<file path="config.mk">
export PLATFORM = sky130hd
export DESIGN_NAME = cl_fsb
export DESIGN_NICKNAME = d
export VERILOG_FILES = /design/src/source/ocl_bus_pkg.sv /design/src/source/cl_ctrl_pkg.sv /design/src/source/cl_reset_ctrl.sv /design/src/source/ocl_slot_router.sv /design/src/source/ocl_ctrl_regs.sv /design/src/source/cl_fsb.sv
export VERILOG_INCLUDE_DIRS = /design/src /design/src/source
export SDC_FILE = /design/constraint.sdc
export NUM_CORES = 1
export LEC_CHECK = 0
export BUFFER_PORTS_ARGS = -buffer_cell sky130_fd_sc_hd__buf_2
export CORE_ASPECT_RATIO = 1.5
export CORE_MARGIN = 4
export CORE_UTILIZATION = 29
export DETAILED_ROUTE_END_ITERATION = 10
export GPL_TIMING_DRIVEN = 0
export HOLD_SLACK_MARGIN = 0.06
export PLACE_DENSITY = 0.58
export SYNTH_ARGS = -nofsm -noshare
export SYNTH_HDL_FRONTEND = slang
export SYNTH_SLANG_ARGS = --single-unit
</file>
<file path="constraint.sdc">
create_clock -name clk_main_a0 -period 5.6 [get_ports clk_main_a0]
set_input_delay 0.84 -clock clk_main_a0 [delete_from_list [all_inputs] [get_ports clk_main_a0]]
set_output_delay 0.84 -clock clk_main_a0 [all_outputs]
set_load 0.01 [all_outputs]
</file>
<file path="src/source/cl_fsb_settings.svh">
// Shell control path settings
// Bus widths, reset pipe depth, host slot map and the PCI ID words
// shared by the packages and the RTL blocks

`ifndef CL_FSB_SETTINGS_SVH
`define CL_FSB_SETTINGS_SVH

// host AXI-lite bus (OCL)
`define OCL_ADDR_W      32
`define OCL_DATA_W      32

// slot map, four 4 KiB windows selected by address bits 13:12
`define OCL_SLOT_OFS_W  12
`define OCL_SLOT_W      2

// flops between the shell reset and the block reset synchronizer
`define RST_PIPE_STAGES 4

// PCI ID words reported to the shell
`define CL_SH_ID0       32'hF001_1D0F
`define CL_SH_ID1       32'h1D51_FEDC

`endif

</file>
<file path="src/source/ocl_bus_pkg.sv">
// OCL host bus types
// AXI-lite payload words, response codes, slot numbers and the
// address word with its slot/offset view

package ocl_bus_pkg;

  `include "cl_fsb_settings.svh"

  typedef logic [`OCL_ADDR_W-1:0]   ocl_addr_t;
  typedef logic [`OCL_DATA_W-1:0]   ocl_data_t;
  typedef logic [`OCL_DATA_W/8-1:0] ocl_strb_t;

  // bresp / rresp codes without EXOKAY
  typedef enum logic [1:0] {
    OKAY   = 2'd0,
    SLVERR = 2'd2,
    DECERR = 2'd3
  } axil_resp_e;

  // targets behind the host bus
  typedef enum logic [`OCL_SLOT_W-1:0] {
    SLOT_CTRL = 0,
    SLOT_FSB  = 1,
    SLOT_PCIM = 2,
    SLOT_AXIS = 3
  } ocl_slot_e;

  typedef struct packed {
    logic [`OCL_ADDR_W-`OCL_SLOT_W-`OCL_SLOT_OFS_W-1:0] unused;
    ocl_slot_e                                         slot;
    logic [`OCL_SLOT_OFS_W-1:0]                        offset;
  } ocl_addr_fields_t;

  // router decodes the slot and the register block the offset
  typedef union packed {
    ocl_addr_t        raw;
    ocl_addr_fields_t f;
  } ocl_addr_u;

endpackage

</file>
<file path="src/source/cl_ctrl_pkg.sv">
// Control register map of slot 0
// Word indices of the ID and scratch registers and the scratch
// register number

package cl_ctrl_pkg;

  `include "cl_fsb_settings.svh"

  // word index, offset bits 11:2
  typedef enum logic [`OCL_SLOT_OFS_W-3:0] {
    REG_ID0      = 0,
    REG_ID1      = 1,
    REG_SCRATCH0 = 4,
    REG_SCRATCH1 = 5,
    REG_SCRATCH2 = 6,
    REG_SCRATCH3 = 7
  } ctrl_reg_e;

  // scratch number, low two bits of the word index
  typedef logic [1:0] scratch_idx_t;

endpackage

</file>
<file path="src/source/cl_reset_ctrl.sv">
// Reset fan-out and FLR acknowledge
// Delays the shell reset through a flop pipe, then through a two-flop
// synchronizer into the block reset. Answers FLR with a done pulse.

`timescale 1ns/1ns

`include "cl_fsb_settings.svh"

module cl_reset_ctrl #(
  parameter int unsigned STAGES = `RST_PIPE_STAGES
) (
  input  logic clk_main_a0,
  input  logic pipe_rst_n,
  input  logic sh_cl_flr_assert_i,
  output logic ocl_rst_n_o,
  output logic cl_sh_flr_done_o
);

  logic [STAGES-1:0] pipe_q;
  logic [1:0]        sync_q;
  logic              flr_assert_q;
  logic              flr_done_q;

  // --------------------------------------------------------------------------
  // reset pipe, ones shift in once the shell reset is released
  // --------------------------------------------------------------------------
  always_ff @(posedge clk_main_a0)
  begin
    if (!pipe_rst_n)
    begin
      pipe_q <= '0;
    end
    else
    begin
      pipe_q[0] <= 1'b1;
      for (int i = 1; i < STAGES; i++)
        pipe_q[i] <= pipe_q[i-1];
    end
  end

  // synchronizer held in reset by the pipe tail
  always_ff @(posedge clk_main_a0)
  begin
    if (!pipe_q[STAGES-1])
      sync_q <= 2'b00;
    else
      sync_q <= {sync_q[0], 1'b1};
  end

  assign ocl_rst_n_o = sync_q[1];

  // --------------------------------------------------------------------------
  // FLR response
  // --------------------------------------------------------------------------
  // done toggles while the registered assert stays high
  always_ff @(posedge clk_main_a0)
  begin
    if (!sync_q[1])
    begin
      flr_assert_q <= 1'b0;
      flr_done_q   <= 1'b0;
    end
    else
    begin
      flr_assert_q <= sh_cl_flr_assert_i;
      flr_done_q   <= flr_assert_q && !flr_done_q;
    end
  end

  assign cl_sh_flr_done_o = flr_done_q;

endmodule

</file>
<file path="src/source/ocl_slot_router.sv">
// OCL slot router
// AXI-lite slave for the host bus. Decodes the slot of each access,
// runs a req/ack handshake to the register block for slot 0 and
// answers the other slots with DECERR. One write and one read in flight.

`timescale 1ns/1ns

module ocl_slot_router
  import ocl_bus_pkg::*;
(
  input  logic       clk_main_a0,
  input  logic       ocl_rst_n_i,
  // host AXI-lite
  input  logic       sh_ocl_awvalid_i,
  input  ocl_addr_t  sh_ocl_awaddr_i,
  output logic       ocl_sh_awready_o,
  input  logic       sh_ocl_wvalid_i,
  input  ocl_data_t  sh_ocl_wdata_i,
  input  ocl_strb_t  sh_ocl_wstrb_i,
  output logic       ocl_sh_wready_o,
  output logic       ocl_sh_bvalid_o,
  output axil_resp_e ocl_sh_bresp_o,
  input  logic       sh_ocl_bready_i,
  input  logic       sh_ocl_arvalid_i,
  input  ocl_addr_t  sh_ocl_araddr_i,
  output logic       ocl_sh_arready_o,
  output logic       ocl_sh_rvalid_o,
  output ocl_data_t  ocl_sh_rdata_o,
  output axil_resp_e ocl_sh_rresp_o,
  input  logic       sh_ocl_rready_i,
  // register block, write pair
  output logic       wr_req_o,
  output ocl_addr_u  wr_addr_o,
  output ocl_data_t  wr_data_o,
  output ocl_strb_t  wr_strb_o,
  input  logic       wr_ack_i,
  input  axil_resp_e wr_resp_i,
  // register block, read pair
  output logic       rd_req_o,
  output ocl_addr_u  rd_addr_o,
  input  logic       rd_ack_i,
  input  ocl_data_t  rd_data_i,
  input  axil_resp_e rd_resp_i
);

  localparam logic [1:0] ST_IDLE = 2'd0;
  localparam logic [1:0] ST_REQ  = 2'd1;
  localparam logic [1:0] ST_REL  = 2'd2;
  localparam logic [1:0] ST_RESP = 2'd3;

  logic [1:0] wr_state_q;
  logic [1:0] rd_state_q;
  logic       wr_accept;
  logic       rd_accept;
  ocl_addr_u  aw_dec;
  ocl_addr_u  ar_dec;
  ocl_addr_u  wr_addr_q;
  ocl_data_t  wr_data_q;
  ocl_strb_t  wr_strb_q;
  axil_resp_e bresp_q;
  ocl_addr_u  rd_addr_q;
  ocl_data_t  rdata_q;
  axil_resp_e rresp_q;

  assign aw_dec.raw = sh_ocl_awaddr_i;
  assign ar_dec.raw = sh_ocl_araddr_i;

  // --------------------------------------------------------------------------
  // write channel
  // --------------------------------------------------------------------------
  // address and data taken together, only when idle
  assign wr_accept        = (wr_state_q == ST_IDLE) && sh_ocl_awvalid_i && sh_ocl_wvalid_i;
  assign ocl_sh_awready_o = wr_accept;
  assign ocl_sh_wready_o  = wr_accept;

  always_ff @(posedge clk_main_a0)
  begin
    if (!ocl_rst_n_i)
    begin
      wr_state_q <= ST_IDLE;
    end
    else
    begin
      case (wr_state_q)
        ST_IDLE:
          if (wr_accept)
            wr_state_q <= (aw_dec.f.slot == SLOT_CTRL) ? ST_REQ : ST_RESP;
        ST_REQ:
          if (wr_ack_i)
            wr_state_q <= ST_REL;
        ST_REL:
          if (!wr_ack_i)
            wr_state_q <= ST_RESP;
        default:
          if (sh_ocl_bready_i)
            wr_state_q <= ST_IDLE;
      endcase
    end
  end

  // decode miss keeps DECERR, slot 0 takes the block's answer
  always_ff @(posedge clk_main_a0)
  begin
    if (wr_accept)
    begin
      wr_addr_q <= aw_dec;
      wr_data_q <= sh_ocl_wdata_i;
      wr_strb_q <= sh_ocl_wstrb_i;
      bresp_q   <= DECERR;
    end
    else if ((wr_state_q == ST_REQ) && wr_ack_i)
    begin
      bresp_q <= wr_resp_i;
    end
  end

  assign wr_req_o        = (wr_state_q == ST_REQ);
  assign wr_addr_o       = wr_addr_q;
  assign wr_data_o       = wr_data_q;
  assign wr_strb_o       = wr_strb_q;
  assign ocl_sh_bvalid_o = (wr_state_q == ST_RESP);
  assign ocl_sh_bresp_o  = bresp_q;

  // --------------------------------------------------------------------------
  // read channel
  // --------------------------------------------------------------------------
  assign rd_accept        = (rd_state_q == ST_IDLE) && sh_ocl_arvalid_i;
  assign ocl_sh_arready_o = rd_accept;

  always_ff @(posedge clk_main_a0)
  begin
    if (!ocl_rst_n_i)
    begin
      rd_state_q <= ST_IDLE;
    end
    else
    begin
      case (rd_state_q)
        ST_IDLE:
          if (rd_accept)
            rd_state_q <= (ar_dec.f.slot == SLOT_CTRL) ? ST_REQ : ST_RESP;
        ST_REQ:
          if (rd_ack_i)
            rd_state_q <= ST_REL;
        ST_REL:
          if (!rd_ack_i)
            rd_state_q <= ST_RESP;
        default:
          if (sh_ocl_rready_i)
            rd_state_q <= ST_IDLE;
      endcase
    end
  end

  // read data captured on ack, zero on a decode miss
  always_ff @(posedge clk_main_a0)
  begin
    if (rd_accept)
    begin
      rd_addr_q <= ar_dec;
      rdata_q   <= '0;
      rresp_q   <= DECERR;
    end
    else if ((rd_state_q == ST_REQ) && rd_ack_i)
    begin
      rdata_q <= rd_data_i;
      rresp_q <= rd_resp_i;
    end
  end

  assign rd_req_o        = (rd_state_q == ST_REQ);
  assign rd_addr_o       = rd_addr_q;
  assign ocl_sh_rvalid_o = (rd_state_q == ST_RESP);
  assign ocl_sh_rdata_o  = rdata_q;
  assign ocl_sh_rresp_o  = rresp_q;

endmodule

</file>
<file path="src/source/ocl_ctrl_regs.sv">
// Control register block behind slot 0
// Returns the two PCI ID words and holds four byte-writable scratch
// registers. Served over the write and read req/ack pairs.

`timescale 1ns/1ns

`include "cl_fsb_settings.svh"

module ocl_ctrl_regs
  import ocl_bus_pkg::*;
  import cl_ctrl_pkg::*;
(
  input  logic       clk_main_a0,
  input  logic       ocl_rst_n_i,
  input  logic       wr_req_i,
  input  ocl_addr_u  wr_addr_i,
  input  ocl_data_t  wr_data_i,
  input  ocl_strb_t  wr_strb_i,
  output logic       wr_ack_o,
  output axil_resp_e wr_resp_o,
  input  logic       rd_req_i,
  input  ocl_addr_u  rd_addr_i,
  output logic       rd_ack_o,
  output ocl_data_t  rd_data_o,
  output axil_resp_e rd_resp_o
);

  localparam int unsigned NUM_SCRATCH = 2 ** $bits(scratch_idx_t);

  ctrl_reg_e    wr_reg;
  ctrl_reg_e    rd_reg;
  scratch_idx_t wr_idx;
  scratch_idx_t rd_idx;
  logic         wr_hit;
  logic         wr_scr;
  logic         rd_hit;
  ocl_data_t    rd_val;
  logic         wr_ack_q;
  logic         rd_ack_q;
  axil_resp_e   wr_resp_q;
  ocl_data_t    rd_data_q;
  axil_resp_e   rd_resp_q;
  ocl_data_t    scratch_q [NUM_SCRATCH];

  // word index from the offset half of the address
  assign wr_reg = ctrl_reg_e'(wr_addr_i.f.offset[`OCL_SLOT_OFS_W-1:2]);
  assign rd_reg = ctrl_reg_e'(rd_addr_i.f.offset[`OCL_SLOT_OFS_W-1:2]);
  assign wr_idx = wr_addr_i.f.offset[3:2];
  assign rd_idx = rd_addr_i.f.offset[3:2];

  // ID words are read only, writes to them are dropped
  always_comb
  begin
    wr_hit = 1'b1;
    wr_scr = 1'b0;
    case (wr_reg)
      REG_ID0, REG_ID1: wr_scr = 1'b0;
      REG_SCRATCH0, REG_SCRATCH1, REG_SCRATCH2, REG_SCRATCH3: wr_scr = 1'b1;
      default: wr_hit = 1'b0;
    endcase
  end

  always_comb
  begin
    rd_hit = 1'b1;
    rd_val = '0;
    case (rd_reg)
      REG_ID0: rd_val = `CL_SH_ID0;
      REG_ID1: rd_val = `CL_SH_ID1;
      REG_SCRATCH0, REG_SCRATCH1, REG_SCRATCH2, REG_SCRATCH3: rd_val = scratch_q[rd_idx];
      default: rd_hit = 1'b0;
    endcase
  end

  // --------------------------------------------------------------------------
  // four-phase handshake, ack follows req one cycle later
  // --------------------------------------------------------------------------
  always_ff @(posedge clk_main_a0)
  begin
    if (!ocl_rst_n_i)
    begin
      wr_ack_q <= 1'b0;
      rd_ack_q <= 1'b0;
      for (int i = 0; i < NUM_SCRATCH; i++)
        scratch_q[i] <= '0;
    end
    else
    begin
      wr_ack_q <= wr_req_i;
      rd_ack_q <= rd_req_i;
      // byte lanes gated by the strobes
      if (wr_req_i && !wr_ack_q && wr_scr)
        for (int b = 0; b < $bits(ocl_strb_t); b++)
          if (wr_strb_i[b])
            scratch_q[wr_idx][8*b +: 8] <= wr_data_i[8*b +: 8];
    end
  end

  always_ff @(posedge clk_main_a0)
  begin
    if (wr_req_i && !wr_ack_q)
      wr_resp_q <= wr_hit ? OKAY : SLVERR;
    if (rd_req_i && !rd_ack_q)
    begin
      rd_data_q <= rd_val;
      rd_resp_q <= rd_hit ? OKAY : SLVERR;
    end
  end

  assign wr_ack_o  = wr_ack_q;
  assign wr_resp_o = wr_resp_q;
  assign rd_ack_o  = rd_ack_q;
  assign rd_data_o = rd_data_q;
  assign rd_resp_o = rd_resp_q;

endmodule

</file>
<file path="src/source/cl_fsb.sv">
// Custom logic shell control path, top level
// Reset fan-out, FLR acknowledge and host register access over the
// OCL AXI-lite bus, with slot 0 served by the control registers

`timescale 1ns/1ns

`include "cl_fsb_settings.svh"

module cl_fsb
  import ocl_bus_pkg::*;
(
  input  logic        clk_main_a0,
  input  logic        pipe_rst_n,
  input  logic        sh_cl_flr_assert_i,
  output logic        cl_sh_flr_done_o,
  output logic [31:0] cl_sh_id0_o,
  output logic [31:0] cl_sh_id1_o,
  // OCL host bus
  input  logic        sh_ocl_awvalid_i,
  input  ocl_addr_t   sh_ocl_awaddr_i,
  output logic        ocl_sh_awready_o,
  input  logic        sh_ocl_wvalid_i,
  input  ocl_data_t   sh_ocl_wdata_i,
  input  ocl_strb_t   sh_ocl_wstrb_i,
  output logic        ocl_sh_wready_o,
  output logic        ocl_sh_bvalid_o,
  output axil_resp_e  ocl_sh_bresp_o,
  input  logic        sh_ocl_bready_i,
  input  logic        sh_ocl_arvalid_i,
  input  ocl_addr_t   sh_ocl_araddr_i,
  output logic        ocl_sh_arready_o,
  output logic        ocl_sh_rvalid_o,
  output ocl_data_t   ocl_sh_rdata_o,
  output axil_resp_e  ocl_sh_rresp_o,
  input  logic        sh_ocl_rready_i
);

  logic       ocl_rst_n;
  logic       wr_req;
  ocl_addr_u  wr_addr;
  ocl_data_t  wr_data;
  ocl_strb_t  wr_strb;
  logic       wr_ack;
  axil_resp_e wr_resp;
  logic       rd_req;
  ocl_addr_u  rd_addr;
  logic       rd_ack;
  ocl_data_t  rd_data;
  axil_resp_e rd_resp;

  // PCI IDs
  assign cl_sh_id0_o = `CL_SH_ID0;
  assign cl_sh_id1_o = `CL_SH_ID1;

  // --------------------------------------------------------------------------
  // reset and FLR
  // --------------------------------------------------------------------------
  cl_reset_ctrl #(
    .STAGES(`RST_PIPE_STAGES)
  ) u_reset_ctrl (
    .clk_main_a0       (clk_main_a0),
    .pipe_rst_n        (pipe_rst_n),
    .sh_cl_flr_assert_i(sh_cl_flr_assert_i),
    .ocl_rst_n_o       (ocl_rst_n),
    .cl_sh_flr_done_o  (cl_sh_flr_done_o)
  );

  // --------------------------------------------------------------------------
  // host bus slot router and slot 0 registers
  // --------------------------------------------------------------------------
  ocl_slot_router u_slot_router (
    .clk_main_a0     (clk_main_a0),
    .ocl_rst_n_i     (ocl_rst_n),
    .sh_ocl_awvalid_i(sh_ocl_awvalid_i),
    .sh_ocl_awaddr_i (sh_ocl_awaddr_i),
    .ocl_sh_awready_o(ocl_sh_awready_o),
    .sh_ocl_wvalid_i (sh_ocl_wvalid_i),
    .sh_ocl_wdata_i  (sh_ocl_wdata_i),
    .sh_ocl_wstrb_i  (sh_ocl_wstrb_i),
    .ocl_sh_wready_o (ocl_sh_wready_o),
    .ocl_sh_bvalid_o (ocl_sh_bvalid_o),
    .ocl_sh_bresp_o  (ocl_sh_bresp_o),
    .sh_ocl_bready_i (sh_ocl_bready_i),
    .sh_ocl_arvalid_i(sh_ocl_arvalid_i),
    .sh_ocl_araddr_i (sh_ocl_araddr_i),
    .ocl_sh_arready_o(ocl_sh_arready_o),
    .ocl_sh_rvalid_o (ocl_sh_rvalid_o),
    .ocl_sh_rdata_o  (ocl_sh_rdata_o),
    .ocl_sh_rresp_o  (ocl_sh_rresp_o),
    .sh_ocl_rready_i (sh_ocl_rready_i),
    .wr_req_o        (wr_req),
    .wr_addr_o       (wr_addr),
    .wr_data_o       (wr_data),
    .wr_strb_o       (wr_strb),
    .wr_ack_i        (wr_ack),
    .wr_resp_i       (wr_resp),
    .rd_req_o        (rd_req),
    .rd_addr_o       (rd_addr),
    .rd_ack_i        (rd_ack),
    .rd_data_i       (rd_data),
    .rd_resp_i       (rd_resp)
  );

  ocl_ctrl_regs u_ctrl_regs (
    .clk_main_a0(clk_main_a0),
    .ocl_rst_n_i(ocl_rst_n),
    .wr_req_i   (wr_req),
    .wr_addr_i  (wr_addr),
    .wr_data_i  (wr_data),
    .wr_strb_i  (wr_strb),
    .wr_ack_o   (wr_ack),
    .wr_resp_o  (wr_resp),
    .rd_req_i   (rd_req),
    .rd_addr_i  (rd_addr),
    .rd_ack_o   (rd_ack),
    .rd_data_o  (rd_data),
    .rd_resp_o  (rd_resp)
  );

endmodule

</file>
## Word-level counts from Yosys, hierarchy flattened

Memory sizes are Yosys's and may differ from the RTL's. A register that Yosys moved wholly into a read port is not among the register bits.
Index checks and enable logic that the tools add are counted.

- Flip-flop bits (word level): 146
- Memory bits (writable): 128
- Input bits: 108
- Memories: 1

Memories:

| memory | depth | width | rd ports | clocked after memory_dff | wr ports | RTL line | RTL |
|---|---|---|---|---|---|---|---|
| u_ctrl_regs.scratch_q | 4 | 32 | 1 | 1 | 4 | ocl_ctrl_regs.sv:43 | `ocl_data_t scratch_q [NUM_SCRATCH];` |

- Eq/ne operators: 22
- Mux-type cells: 41
- Reductions and logical operators: 27

Operator list:

| cell | number |
|---|---|
| $pmux 32 s3 | 1 |
| $eq 10x3->1 const B | 8 |
| $mux 32 | 1 |
| $reduce_or 32->1 | 1 |
| $mux 2 | 14 |
| $mux 1 | 22 |
| $eq 10x1->1 const B | 2 |
| $logic_not 10->1 | 2 |
| $ne 2x2->1 const B | 6 |
| $pmux 2 s3 | 2 |
| $reduce_or 6->1 | 2 |
| $logic_and 1x1->1 | 9 |
| $eq 2x2->1 const B | 4 |
| $logic_not 2->1 | 4 |
| $reduce_and 4->1 | 2 |
| $reduce_bool 4->1 | 2 |
| $reduce_or 4->1 | 2 |
| $eq 2x1->1 const B | 2 |
| $mux 4 | 1 |
| $logic_not 1->1 | 3 |

## Logic depth before layout (Yosys ltp)

- Depth after elaboration: 9
- Depth in mapped cells: 8
- Depth with buffers taken out: 5

## Hierarchy

Synthesis repeated with hierarchy kept, for this count alone.

- Cell total of the unflattened synthesis: 882
- Area total of the unflattened synthesis: 13093.8 um^2

Modules (own cells, without submodules):

| module | cells each | area each (um^2) | sequential area each (um^2) | times used |
|---|---|---|---|---|
| ocl_ctrl_regs | 498 | 7747.4 | 4904.7 | 1 |
| ocl_slot_router | 304 | 4658.2 | 3803.6 | 1 |
| cl_fsb | 66 | 488.0 | 0.0 | 1 |
| cl_reset_ctrl | 14 | 200.2 | 160.2 | 1 |

## Worst setup path before layout

No wires, ideal clock.

- Path type: in2out
- Start: input sh_ocl_wvalid_i
- End: output ocl_sh_wready_o
- Arrival: 2.228 ns
- Stages on the path: 3
- Data required time: 4.760 ns
- Setup slack: 2.532 ns
- Path through: nand3_1 -> inv_1 -> buf_4

- Cells in the longest elaborated chain, start to end: 1

Ends and longest elaborated chain:

| item | RTL line | RTL |
|---|---|---|
| from (decl) | cl_fsb.sv:22 | `input logic sh_ocl_wvalid_i,` |
| $logic_and 1x1->1 | ocl_slot_router.sv:72 | `assign wr_accept = (wr_state_q == ST_IDLE) && sh_ocl_awvalid_i && sh_ocl_wvalid_i;` |
| to (decl) | cl_fsb.sv:25 | `output logic ocl_sh_wready_o,` |

Every way passes these cells.

## Worst setup path after layout

- Start: register u_slot_router.rd_state_q[0]
- End: output ocl_sh_arready_o

- Cells in the longest elaborated chain, start to end: 2

Ends and longest elaborated chain:

| item | RTL line | RTL |
|---|---|---|
| from (decl) | ocl_slot_router.sv:52 | `logic [1:0] rd_state_q;` |
| from (signal assigned) | ocl_slot_router.sv:141 | `rd_state_q <= (ar_dec.f.slot == SLOT_CTRL) ? ST_REQ : ST_RESP;` |
| $logic_not 2->1 | ocl_slot_router.sv:127 | `assign rd_accept = (rd_state_q == ST_IDLE) && sh_ocl_arvalid_i;` |
| $logic_and 1x1->1 | ocl_slot_router.sv:127 |  |
| to (decl) | cl_fsb.sv:31 | `output logic ocl_sh_arready_o,` |

Every way passes these cells.

==> qor.yml <==
run_status: "complete, no violations"
critical_path.cell_chain: "inv_1 > ha_1 > and2_1 > clkbuf_1 > clkbuf_1 > buf_2"
mappedNetlistArea_um2: 11240
clock_tree_from_tritoncts: "built"
drive_above_1_share_pct: 26.14
number_of_synthesized_register_bits: 270
max-slew-margin-rel_pct: 6.268
detail_route.first_pass.iterations: 4
tns_ns: 0
first_global_vias: 6961
design.final.nets: 1167
slowest_stage: "clkbuf_1"
post-dp-hpwl_mm: 19.22
areaGrowthSynthToFinish_pct: 21.69
timing.critical_path.fanout_max: 20
yosysSeqAreaShare_pct: 67.48
globalRouteTotalUtil_pct: 12.02
design.core.area_um2: 38430
hold_class: "flip-flop to flip-flop"
number_of_enable_flip_flop_cells_after_synthesis: 218
synthesis.area_per_instance_um2: 13.26
fmaxAchievable_ghz: 0.2707
syn_inst: 848
criticalPathCategory: "flip-flop to output pin"
io_pins: 214
grt_start_max_net_pins: 41
detail_route.iter0.violations: 325
report.final.hold_viol_count: 0
placement.setup.worst_slack_ns: 2.090
antenna_violations_before_repair: 1
cts.sinks: 270
utilization_pct: 35.61
fin_ws_ns: 1.906
crit_required_ns: 4.76
cts_htree_levels: 1
setup_viol: 0
routedWlPerCell_um: 16.49
maxSlewViolCount: 0
clock_pin_slew_on_the_worst_setup_and_hold_paths_ns: 0.07
r2r_slack_ns: 2.34
critPathArrivalTime_ns: 2.85
post_cts_repair_resize_count: 0
finClkSkew_ns: 0.01059
ys.warnings.count: 0
initial_core_util_pct: 29.26
final_period_minus_worst_setup_slack_ns: 3.694
synth_cell_type_count: 38
std_cell_rows: 88
max_cap_violations: 0
synthArstFlopShare_pct: 0
worst_hold_margin_ns: 0.3390
fp.dieW_um: 168.8
timing.critical_path.mode_cell: "clkbuf_1"
place.port_buffers: 109
cts_hold_buffers: 0
post_drt_via_cell_ratio: 4.340
globalRouteOverflowTotal: 0
max_slew.worst_pin.slew_ns: 1.391
critical_path.max_stage_delay_ns: 0.80
post-cts-setup-buffers: 0
period_share_pct: 65.97
grt_setup_unrepaired: "false"
numCtsBuffers: 27
setup.worst_path.end_class: "output pin"
ratio_of_total_power_to_cell_area_nw_per_um2: 318.7
final_cell_mix: "edfxtp_1 (218), buf_2 (124), nand2_1 (101)"
wire_length_of_the_first_global_routing_pass_mm: 39.74
dieHeight_um: 249.2
insertion_delay_ns: 0.54
drc_errors: 0
die_area_um2: 42050
clock_tree.root_cell: "clkbuf_16"
antenna_left: 0
worstSetupStartpointType: "flip-flop"
gp_congestion: 0.7662
detailroute.via_count: 6801
vdd_drop_max_mv: 0.2312
leading_cell_type_in_the_layout_fill_and_taps_excluded: "edfxtp_1"
synth-main-ff-cell: "edfxtp_1"
wl_mm: 25.83
static-leakage-power_nw: 5.114
cts-root-to-sink-buffers: 3
[final timing paths]
check / from / endpoint / cells after the start
worst max-delay path: u_slot_router.rd_state_q[0]$_SDFFE_PN0P_ / ocl_sh_arready_o / 6
worst min-delay path: u_reset_ctrl.pipe_q[3]$_SDFF_PN0_ / u_reset_ctrl.sync_q[0]$_DFF_P_ / 0
worst max register to register: u_slot_router.wr_state_q[1]$_SDFFE_PN0P_ / u_ctrl_regs.scratch_q[0][11]$_SDFFCE_PN0P_ / 7
worst min register to register: u_reset_ctrl.pipe_q[3]$_SDFF_PN0_ / u_reset_ctrl.sync_q[0]$_DFF_P_ / 0
[layout make-up]
type	instances	area [um2]
Clock inverter	18	277.8
Clock buffer	31	720.7
Sequential cell	270	7587
Fill cell	3763	24750
Antenna cell	1	2.502
Buffer	119	710.7
Inverter	41	153.9
Multi-Input combinational cell	480	3032
Timing Repair Buffer	112	578.1
Tap cell	495	619.3
[sequential cells by signal (all words and copies together) (netlist names), named ones only]
signal,flops
u_reset_ctrl.sync_q,2
u_slot_router.ocl_sh_rdata_o,32
u_ctrl_regs.scratch_q,128
u_reset_ctrl.flr_assert_q,1
u_slot_router.ocl_sh_rresp_o,2
u_ctrl_regs.rd_resp_o,1
u_ctrl_regs.rd_data_o,32
u_slot_router.rd_addr_o,10
u_slot_router.wr_data_o,32
u_slot_router.wr_addr_o,10
u_ctrl_regs.wr_resp_o,1
u_slot_router.wr_state_q,2
u_reset_ctrl.pipe_q,4
u_ctrl_regs.wr_ack_o,1
u_slot_router.rd_state_q,2
u_reset_ctrl.cl_sh_flr_done_o,1
u_slot_router.wr_strb_o,4
u_ctrl_regs.rd_ack_o,1
u_slot_router.ocl_sh_bresp_o,2
[critical path: cells and delay by family, from the launching register on]
kind / cells / cell delay, ns
fa+ha+maj: 1 / 0.22
flops: 1 / 0.34
buf+inv: 4 / 1.62
simple gates: 1 / 0.14
[through the flow]
stage | cell area (um2) | total power, mW | std cells
6_report | 13680 | 4.361 | 1567
5_1_grt | 13680 | 4.497 | 1566
4_1_cts | 13680 | 4.407 | 1566
3_5_place_dp | 12680 | 2.382 | 1517
3_3_place_gp | 12640 | 2.380 | 1514
2_1_floorplan | 11480 | 2.329 | 910
[Yosys cell counts (all sizes together) (2+ instances only)]
cell type | count | area share [%]
conb | 2 | 0.067
nor3 | 98 | 4.4
nand2b | 2 | 0.11
a21oi | 32 | 1.4
nand4 | 8 | 0.61
inv | 41 | 1.4
o21ai | 34 | 1.5
edfxtp | 218 | 58
o22ai | 6 | 0.33
clkbuf | 38 | 1.3
nor4 | 5 | 0.41
buf | 81 | 5.0
o21a | 2 | 0.13
nor2b | 17 | 0.95
nand2 | 101 | 3.4
and2 | 43 | 2.4
dfxtp | 52 | 9.3
mux2i | 3 | 0.27
mux4 | 32 | 6.4
a22oi | 4 | 0.27
mux2 | 2 | 0.20
nor2 | 4 | 0.13
ha | 8 | 0.89
nand3 | 7 | 0.31
[metal layers]
metal / up-vias / track usage [%] / wire length (um)
met3: 38 / 2.127 / 1486
met5: - / 0 / 13
met4: 2 / 4.269 / 652
met2: 219 / 22.13 / 13600
li1: 3335 / - / -
met1: 3207 / 13.83 / 10090
[power by group]
part / leakage (nW) / total, mW / internal, mW / switching, mW
registers: 2.77 / 2.19 / 2.17 / 0.0132
clock network: 0.482 / 2.02 / 1.25 / 0.776
logic: 1.86 / 0.152 / 0.0707 / 0.0811
total: 5.11 / 4.36 / 3.49 / 0.870
[cell families after synthesis]
group           Yosys count  synth area share [%]
fa+ha+maj                 8                0.8903
compound gates           82                 4.006
mux                      37                 6.877
other cells               2               0.06680
flops                   270                 67.48
simple gates            289                 12.99
buf+inv                 160                 7.690
Note: power is estimated with default switching activity, not from simulation.
